**src/rtl/cache_cfg_pkg.sv**
```systemverilog
`default_nettype none

package cache_cfg_pkg;

    // ------------------------------------------------------------------------
    // address split
    // ------------------------------------------------------------------------

    // a lookup address is {tag, set}, no offset bits since a line is one word
    localparam int set_bits = 4;
    localparam int tag_bits = 8;

    // ------------------------------------------------------------------------
    // line store
    // ------------------------------------------------------------------------

    localparam int data_bits = 32;                 // one 32-bit word per line
    localparam int num_sets  = 1 << set_bits;      // direct mapped, one line per set

    // ------------------------------------------------------------------------
    // victim buffer
    // ------------------------------------------------------------------------

    // entries ride through these slots and leave as writebacks from the last one
    localparam int victim_slots = 4;

endpackage

`default_nettype wire

```
**src/rtl/cache_types_pkg.sv**
```systemverilog
`default_nettype none

package cache_types_pkg;

    typedef logic [cache_cfg_pkg::set_bits-1:0]  set_t;
    typedef logic [cache_cfg_pkg::tag_bits-1:0]  tag_t;
    typedef logic [cache_cfg_pkg::data_bits-1:0] data_t;

    // index of one victim buffer slot
    typedef logic [$clog2(cache_cfg_pkg::victim_slots)-1:0] slot_t;

    typedef struct packed {
        tag_t tag;
        set_t set;
    } addr_t;

    typedef struct packed {
        logic  valid;
        tag_t  tag;
        data_t data;
    } cache_line_t;

    // the set travels with the line because the slot no longer implies it
    typedef struct packed {
        logic        busy;      // slot is occupied
        set_t        set;
        cache_line_t line;
    } victim_entry_t;

    typedef enum logic {
        src_l1     = 1'b0,
        src_victim = 1'b1
    } hit_source_t;

endpackage

`default_nettype wire

```
**src/rtl/match_cam.sv**
```systemverilog
`timescale 1ns/1ps
`default_nettype none

// compares one key against the value held in every victim slot
// the caller masks the result with the busy bits
module match_cam #(
    parameter type key_t = cache_types_pkg::tag_t
) (
    input  key_t                                   key,
    input  key_t [cache_cfg_pkg::victim_slots-1:0] slot_tags,
    output logic [cache_cfg_pkg::victim_slots-1:0] hits
);

    always_comb begin
        for (int i = 0; i < cache_cfg_pkg::victim_slots; i++) begin
            hits[i] = (slot_tags[i] == key);
        end
    end

endmodule

`default_nettype wire

```
**src/rtl/victim_buffer.sv**
```systemverilog
`timescale 1ns/1ps
`default_nettype none

module victim_buffer (
    input  logic                           clock,
    input  logic                           reset,

    input  logic                           push_valid,
    input  cache_types_pkg::victim_entry_t push_entry,

    input  logic                           search_valid,
    input  cache_types_pkg::addr_t         search_addr,
    output logic                           found,
    output cache_types_pkg::cache_line_t   found_line,

    output logic                           writeback_valid,
    output cache_types_pkg::victim_entry_t writeback_entry
);

    localparam int last_slot = cache_cfg_pkg::victim_slots - 1;

    cache_types_pkg::victim_entry_t [cache_cfg_pkg::victim_slots-1:0] slots_q;
    cache_types_pkg::victim_entry_t [cache_cfg_pkg::victim_slots-1:0] slots_next;

    cache_types_pkg::tag_t [cache_cfg_pkg::victim_slots-1:0] slot_tags;
    cache_types_pkg::set_t [cache_cfg_pkg::victim_slots-1:0] slot_sets;

    logic [cache_cfg_pkg::victim_slots-1:0] tag_hits;
    logic [cache_cfg_pkg::victim_slots-1:0] set_hits;
    logic [cache_cfg_pkg::victim_slots-1:0] slot_match;

    cache_types_pkg::slot_t found_slot;
    logic                   writeback_next;

    always_comb begin
        for (int i = 0; i < cache_cfg_pkg::victim_slots; i++) begin
            slot_tags[i] = slots_q[i].line.tag;
            slot_sets[i] = slots_q[i].set;
        end
    end

    match_cam #(.key_t(cache_types_pkg::tag_t)) tag_cam_i (
        .key       (search_addr.tag),
        .slot_tags (slot_tags),
        .hits      (tag_hits)
    );

    match_cam #(.key_t(cache_types_pkg::set_t)) set_cam_i (
        .key       (search_addr.set),
        .slot_tags (slot_sets),
        .hits      (set_hits)
    );

    always_comb begin
        for (int i = 0; i < cache_cfg_pkg::victim_slots; i++) begin
            slot_match[i] = slots_q[i].busy & tag_hits[i] & set_hits[i];
        end
    end

    // walk down so that the lowest matching slot is the one left standing
    always_comb begin
        found_slot = '0;
        for (int i = last_slot; i >= 0; i--) begin
            if (slot_match[i]) begin
                found_slot = cache_types_pkg::slot_t'(i);
            end
        end
    end

    assign found      = search_valid & (|slot_match);
    assign found_line = slots_q[found_slot].line;

    // ------------------------------------------------------------------------
    // removal, shift and insert
    // ------------------------------------------------------------------------

    always_comb begin
        cache_types_pkg::victim_entry_t [cache_cfg_pkg::victim_slots-1:0] kept;

        kept = slots_q;
        if (found) begin
            kept[found_slot] = '0;   // the line goes back to L1, not to memory
        end

        // a found entry in the last slot must not also be written back
        writeback_next = kept[last_slot].busy;

        for (int i = last_slot; i > 0; i--) begin
            slots_next[i] = kept[i-1];
        end
        slots_next[0] = push_valid ? push_entry : '0;
        slots_next[0].busy = push_valid;
    end

    always_ff @(posedge clock) begin
        if (reset) begin
            slots_q         <= '0;
            writeback_valid <= 1'b0;
            writeback_entry <= '0;
        end else begin
            slots_q         <= slots_next;
            writeback_valid <= writeback_next;
            writeback_entry <= slots_q[last_slot];
        end
    end

endmodule

`default_nettype wire

```
**src/rtl/line_store.sv**
```systemverilog
`timescale 1ns/1ps
`default_nettype none

module line_store (
    input  logic                         clock,
    input  logic                         reset,

    input  cache_types_pkg::set_t        read_set,
    output cache_types_pkg::cache_line_t read_line,

    input  logic                         write_valid,
    input  cache_types_pkg::set_t        write_set,
    input  cache_types_pkg::cache_line_t write_line
);

    // valid bits sit apart from the payload so only they need clearing
    logic [cache_cfg_pkg::num_sets-1:0] valid_q;

    cache_types_pkg::tag_t  tags_q [cache_cfg_pkg::num_sets];
    cache_types_pkg::data_t data_q [cache_cfg_pkg::num_sets];

    // combinational read, the top decides hit or swap in the same cycle
    always_comb begin
        read_line.valid = valid_q[read_set];
        read_line.tag   = tags_q[read_set];
        read_line.data  = data_q[read_set];
    end

    always_ff @(posedge clock) begin
        if (reset) begin
            valid_q <= '0;
        end else if (write_valid) begin
            valid_q[write_set] <= write_line.valid;
        end
    end

    always_ff @(posedge clock) begin
        if (write_valid) begin
            tags_q[write_set] <= write_line.tag;
            data_q[write_set] <= write_line.data;
        end
    end

endmodule

`default_nettype wire

```
**src/rtl/victim_cache_top.sv**
```systemverilog
`timescale 1ns/1ps
`default_nettype none

module victim_cache_top (
    input  logic                           clock,
    input  logic                           reset,

    input  logic                           lookup_valid,
    input  cache_types_pkg::addr_t         lookup_addr,

    input  logic                           fill_valid,
    input  cache_types_pkg::addr_t         fill_addr,
    input  cache_types_pkg::data_t         fill_data,

    output logic                           hit_valid,
    output cache_types_pkg::data_t         hit_data,
    output cache_types_pkg::hit_source_t   hit_source,
    output logic                           miss_valid,

    output logic                           writeback_valid,
    output cache_types_pkg::victim_entry_t writeback_entry
);

    logic                           lookup_take;   // lookup that is not shadowed by a fill
    cache_types_pkg::set_t          active_set;
    cache_types_pkg::cache_line_t   l1_line;
    logic                           l1_hit;

    logic                           search_valid;
    logic                           found;
    cache_types_pkg::cache_line_t   found_line;

    logic                           write_valid;
    cache_types_pkg::cache_line_t   write_line;
    logic                           push_valid;
    cache_types_pkg::victim_entry_t push_entry;

    // ------------------------------------------------------------------------
    // request decode
    // ------------------------------------------------------------------------

    assign lookup_take = lookup_valid & ~fill_valid;
    assign active_set  = fill_valid ? fill_addr.set : lookup_addr.set;

    assign l1_hit = lookup_take & l1_line.valid & (l1_line.tag == lookup_addr.tag);

    // the victim buffer is only searched when L1 missed, so a stale copy is left alone
    assign search_valid = lookup_take & ~l1_hit;

    line_store line_store_i (
        .clock       (clock),
        .reset       (reset),
        .read_set    (active_set),
        .read_line   (l1_line),
        .write_valid (write_valid),
        .write_set   (active_set),
        .write_line  (write_line)
    );

    // ------------------------------------------------------------------------
    // fill and swap
    // ------------------------------------------------------------------------

    always_comb begin
        write_valid     = fill_valid | found;
        write_line      = '0;
        write_line.valid = 1'b1;
        if (fill_valid) begin
            write_line.tag  = fill_addr.tag;
            write_line.data = fill_data;
        end else begin
            write_line.tag  = lookup_addr.tag;
            write_line.data = found_line.data;
        end

        // whatever was in L1 is displaced by either write
        push_valid      = write_valid & l1_line.valid;
        push_entry.busy = 1'b1;
        push_entry.set  = active_set;
        push_entry.line = l1_line;
    end

    victim_buffer victim_buffer_i (
        .clock           (clock),
        .reset           (reset),
        .push_valid      (push_valid),
        .push_entry      (push_entry),
        .search_valid    (search_valid),
        .search_addr     (lookup_addr),
        .found           (found),
        .found_line      (found_line),
        .writeback_valid (writeback_valid),
        .writeback_entry (writeback_entry)
    );

    // response one cycle after the sampling edge
    always_ff @(posedge clock) begin
        if (reset) begin
            hit_valid  <= 1'b0;
            miss_valid <= 1'b0;
            hit_data   <= '0;
            hit_source <= cache_types_pkg::src_l1;
        end else begin
            hit_valid  <= l1_hit | found;
            miss_valid <= search_valid & ~found;
            hit_data   <= l1_hit ? l1_line.data : found_line.data;
            hit_source <= l1_hit ? cache_types_pkg::src_l1 : cache_types_pkg::src_victim;
        end
    end

endmodule

`default_nettype wire

```
**config.mk**
```make
export PLATFORM = sky130hd
export DESIGN_NAME = victim_cache_top
export DESIGN_NICKNAME = d
export VERILOG_FILES = /design/src/rtl/cache_cfg_pkg.sv /design/src/rtl/cache_types_pkg.sv /design/src/rtl/match_cam.sv /design/src/rtl/victim_buffer.sv /design/src/rtl/line_store.sv /design/src/rtl/victim_cache_top.sv
export SDC_FILE = /design/constraint.sdc
export NUM_CORES = 1
export LEC_CHECK = 0
export BUFFER_PORTS_ARGS = -buffer_cell sky130_fd_sc_hd__buf_4
export CORE_MARGIN = 2
export CORE_UTILIZATION = 54
export DETAILED_ROUTE_END_ITERATION = 8
export PLACE_DENSITY = 0.76
export SETUP_SLACK_MARGIN = 0.02
export SLEW_MARGIN = 20
export SYNTH_ARGS = -nofsm -noshare
export SYNTH_HDL_FRONTEND = slang
export SYNTH_SLANG_ARGS = --single-unit
```
**constraint.sdc**
```tcl
create_clock -name clock -period 5.5 [get_ports clock]
set_clock_uncertainty 0.15 [all_clocks]
set_input_delay 0.275 -clock clock [delete_from_list [all_inputs] [get_ports clock]]
set_output_delay 0.275 -clock clock [all_outputs]
set_load 0.02 [all_outputs]
```
==> run summary <==
The flow ran to the end, and the final reports show no timing, DRC or antenna violations. The net count of the mapped netlist is approximately 2200. The clock-pin transition on the worst setup and hold timing paths is 0.06 ns. The routed via count came out at a little over 20000. The post-CTS setup-driven buffer insertion count is 0. The count of mapped cells out of synthesis is around 2100. The final max-slew violation count is 0. The combined flip-flop and latch cell area is approximately 25000 um^2. The post-detailed-placement half-perimeter wirelength came out at 54600 um. The worst-path maximum fanout came out at 58. The reported max-cap violation count came out at 0. The final hold violation count came out at 0. The multi-input logic area came out at 9260 um^2.

The initial antenna violation count is 1. The initialized floorplan defines 92 standard-cell rows. The number of buffers inserted by port buffering came out at 141. The type of the most critical hold path is in -> reg. Setup repair after global routing left no endpoint under its margin. Setup violations remaining at the end of the flow were counted as 0. The die covers ~66000 um^2. The setup TNS is 0 ns.

The final antenna diode count came out at 0. The initial utilization of the core area, before any placement, comes to between 50% and 60%. TritonCTS created 89 clock buffers. From left edge to right edge, the die measures 258 um. The tree built by TritonCTS fans out to 922 sinks.

The largest family of logic cells by synthesized area is multiplexers. The leftover overflow at the end of global routing is 0. The synthesized netlist devotes 0% of its cell area to adder and majority cells. The share of the cycle needed by the critical path after routing is 76.8%. Derived from the worst setup path, the maximum achievable clock frequency is about 0.24 GHz.

By startpoint and endpoint, the worst setup path is classified as in -> reg. The number of placed I/O pins came out at between 100 and 150. Including well taps, the total number of placed cells is slightly above 3000. After synthesis, the netlist uses 52 different library cells. The worst path required time is 5.59 ns. The area of the mapped netlist is 34700 um^2. The wire length per cell after detailed routing is 27.9 um. The total detailed-routing wirelength came out at 88700 um. The core region is 63300 um^2.

The via count of the first global-routing pass came out at 19800. The kind of start point of the critical path is an input port. The clock latency reported for the late side of the worst-skew pair came out at 0.63 ns. TritonCTS built the clock tree. The number of standard cells in the layout, taps in and fillers out came out at 3186. The leakage power total came out at 13.6 nW. The final-stage net count came out at 2327. The number of warnings reported in the yosys synthesis log is 0. The power per cell area is ~370 nW/um^2. STA classifies the critical path endpoint as a flop. The first TritonRoute pass finished after 6 iterations.

After clock tree synthesis, the flow added hold-fix buffers numbering 5. The transition time at the pin with the least slew margin is ~1.1 ns. The final antenna-violating net count came out at 0.

CTS placed an instance of sky130_fd_sc_hd__clkbuf_16 at the clock tree root. The filler cell count in the final layout is approximately 4300. From synthesis to final layout, the design area changed by 13.9%.

The wire length of the first global-routing pass is 131000 um. The routability-driven placement congestion ratio is about 1.1. The synthesized design contains 640 enable-type register cells. The compound-gate portion of the synthesized area is ~5.3%. Power comes to roughly 15 mW. The simple logic cell fraction of the synthesized area is around 8%. The xor/xnor cell area share of the yosys netlist is around 1.4%.

The die is 258 um tall. The tightest slew margin relative to the limit came out at 25.1%. The post-synthesis mux area share came out at a little under an eighth.

Dividing the detail-routed via count by the number of cells gives roughly 6.3. The DRC violations left came out at 0. The sequential fraction of the synthesis area is 71.6%. The signal arrival time at the worst endpoint came out at 4.31 ns. The share of post-route cells with drive strength above 1 came out at 22.9%. The pin count of the biggest net entering global routing came out at 75. The worst vdd rail ir drop came out at 195 uV.

After synthesis, the share of flip-flops with an asynchronous set or reset is 0%. The global-route usage over all layers is 26.6%. The number of gates resized after CTS came out at 0. After the first detailed-routing iteration, the DRC count stood at 2673. The flip-flop and latch count after synthesis is 922. The most used flip-flop cell after synthesis is sky130_fd_sc_hd__edfxtp_1. The worst path in the final design needs a cycle of 4.22 ns, including I/O delays and setup.

In this run the number of H-tree levels came out at 3. The synthesized area per cell came out at 16.2 um^2. The largest buffer count on any clock path came out at 3.
[through the flow]
step	hold WS, ns	setup WS [ns]	utilization [%]	cell area (um^2)
after floorplan	0.256	1.29	-	34700
after global placement	0.261	0.918	57.6	36500
after detailed placement	0.264	0.770	57.7	36500
after CTS	0.00572	1.40	62.4	39500
after global routing	0.0306	1.10	62.5	39600
final	0.0465	1.28	62.5	39600
[registers in the layout, indices dropped and copies added (netlist names)]
| register | flops |
|---|---|
| hit_data | 32 |
| line_store_i.valid_q | 16 |
| hit_source | 1 |
| line_store_i.data_q | 512 |
| victim_buffer_i.slots_q | 136 |
| line_store_i.tags_q | 128 |
| miss_valid | 1 |
| victim_buffer_i.writeback_entry | 46 |
| hit_valid | 1 |
| victim_buffer_i.slot_tags | 32 |
| victim_buffer_i.writeback_valid | 1 |
| victim_buffer_i.slot_sets | 16 |
[per-layer routing]
metal | up-vias | track usage (%) | part of all wire (%)
met5 | - | 0 | 0.015
met1 | 10200 | 38.8 | 39
li1 | 8453 | - | -
met4 | 2 | 7.43 | 2.5
met2 | 1379 | 39.4 | 45
met3 | 161 | 7.78 | 14
[cells by family (layout without fill, tap and decap cells)]
group,after synthesis,in the layout
xor+xnor,55,55
buf+inv,156,351
simple gates,497,497
compound gates,282,282
flops,922,922
mux,233,233
[area by class of cell]
class / instances / area share, %
Clock buffer: 120 / 6.45
Clock inverter: 44 / 1.07
Inverter: 3 / 0.0285
Multi-Input combinational cell: 1067 / 23.4
Sequential cell: 922 / 62.8
Tap cell: 846 / 2.68
Timing Repair Buffer: 184 / 3.52
[power by group]
part           internal [mW]  switching, mW
clock                   3.60           2.59
combinational          0.346          0.651
sequential              7.57         0.0438
total                   11.5           3.28
[critical path, cell delays in order]
cell	delay (ns)
sky130_fd_sc_hd__buf_4	0.27
sky130_fd_sc_hd__buf_4	0.70
sky130_fd_sc_hd__or3b_2	0.35
sky130_fd_sc_hd__nand2_2	0.15
sky130_fd_sc_hd__o41ai_1	0.14
sky130_fd_sc_hd__nand4_1	0.26
sky130_fd_sc_hd__or2_2	0.36
sky130_fd_sc_hd__o2111ai_1	0.10
sky130_fd_sc_hd__a2111o_2	0.15
sky130_fd_sc_hd__a21o_1	0.46
sky130_fd_sc_hd__and3_2	1.04
[layout by cell type (no fill, tap or decap), types with 5 or more instances in the layout]
cell and n:
sky130_fd_sc_hd__nand2_1 66, sky130_fd_sc_hd__a21oi_1 98, sky130_fd_sc_hd__a31oi_1 17, sky130_fd_sc_hd__o41ai_1 15, sky130_fd_sc_hd__mux2i_1 57, sky130_fd_sc_hd__buf_4 179, sky130_fd_sc_hd__dlygate4sd3_1 5, sky130_fd_sc_hd__a32oi_1 5
sky130_fd_sc_hd__dfxtp_1 282, sky130_fd_sc_hd__clkbuf_8 12, sky130_fd_sc_hd__nand4_1 28, sky130_fd_sc_hd__nor2b_1 46, sky130_fd_sc_hd__nand3b_1 6, sky130_fd_sc_hd__o21ai_0 33, sky130_fd_sc_hd__and3_2 7, sky130_fd_sc_hd__clkinvlp_4 6
sky130_fd_sc_hd__nor3_1 33, sky130_fd_sc_hd__clkinv_2 18, sky130_fd_sc_hd__clkbuf_1 12, sky130_fd_sc_hd__clkinv_1 5, sky130_fd_sc_hd__nand3_1 12, sky130_fd_sc_hd__bufinv_16 7, sky130_fd_sc_hd__nor2_1 70, sky130_fd_sc_hd__edfxtp_1 640
sky130_fd_sc_hd__and3_4 10, sky130_fd_sc_hd__mux2_2 41, sky130_fd_sc_hd__mux4_2 133, sky130_fd_sc_hd__clkbuf_16 93, sky130_fd_sc_hd__xnor2_1 51, sky130_fd_sc_hd__and2_1 143, sky130_fd_sc_hd__and3_1 40, sky130_fd_sc_hd__a22oi_1 100
[final timing paths]
kind | startpoint | endpoint | slack, ns | cells after the start
setup / recovery | fill_valid | line_store_i.data_q[11][13]$_DFFE_PP_ | 1.28 | 11
hold / removal | lookup_addr[3] | victim_buffer_i.slot_sets[3]$_SDFF_PP0_ | 0.05 | 3
setup reg to reg | victim_buffer_i.slot_sets[12]$_SDFF_PP0_ | line_store_i.data_q[11][13]$_DFFE_PP_ | 1.41 | 8
hold reg to reg | victim_buffer_i.slots_q[86]$_SDFF_PP0_ | victim_buffer_i.slots_q[132]$_SDFF_PP0_ | 0.27 | 1
[Yosys cell counts, types with 28 or more instances]
| master | count | area [um^2] |
|---|---|---|
| sky130_fd_sc_hd__nor2b_1 | 46 | 288 |
| sky130_fd_sc_hd__o21ai_0 | 34 | 170 |
| sky130_fd_sc_hd__nand4_1 | 28 | 175 |
| sky130_fd_sc_hd__nor3_1 | 34 | 170 |
| sky130_fd_sc_hd__a21oi_1 | 99 | 495 |
| sky130_fd_sc_hd__mux2_2 | 42 | 473 |
| sky130_fd_sc_hd__a22oi_1 | 100 | 751 |
| sky130_fd_sc_hd__mux2i_1 | 57 | 571 |
| sky130_fd_sc_hd__xnor2_1 | 51 | 447 |
| sky130_fd_sc_hd__mux4_2 | 133 | 3000 |
| sky130_fd_sc_hd__dfxtp_1 | 282 | 5650 |
| sky130_fd_sc_hd__and3_1 | 56 | 350 |
| sky130_fd_sc_hd__nor2_1 | 73 | 274 |
| sky130_fd_sc_hd__edfxtp_1 | 640 | 19200 |
| sky130_fd_sc_hd__nand2_1 | 70 | 263 |
| sky130_fd_sc_hd__clkbuf_1 | 90 | 338 |
| sky130_fd_sc_hd__and2_1 | 143 | 895 |
Power figures use the tool's default switching activity.
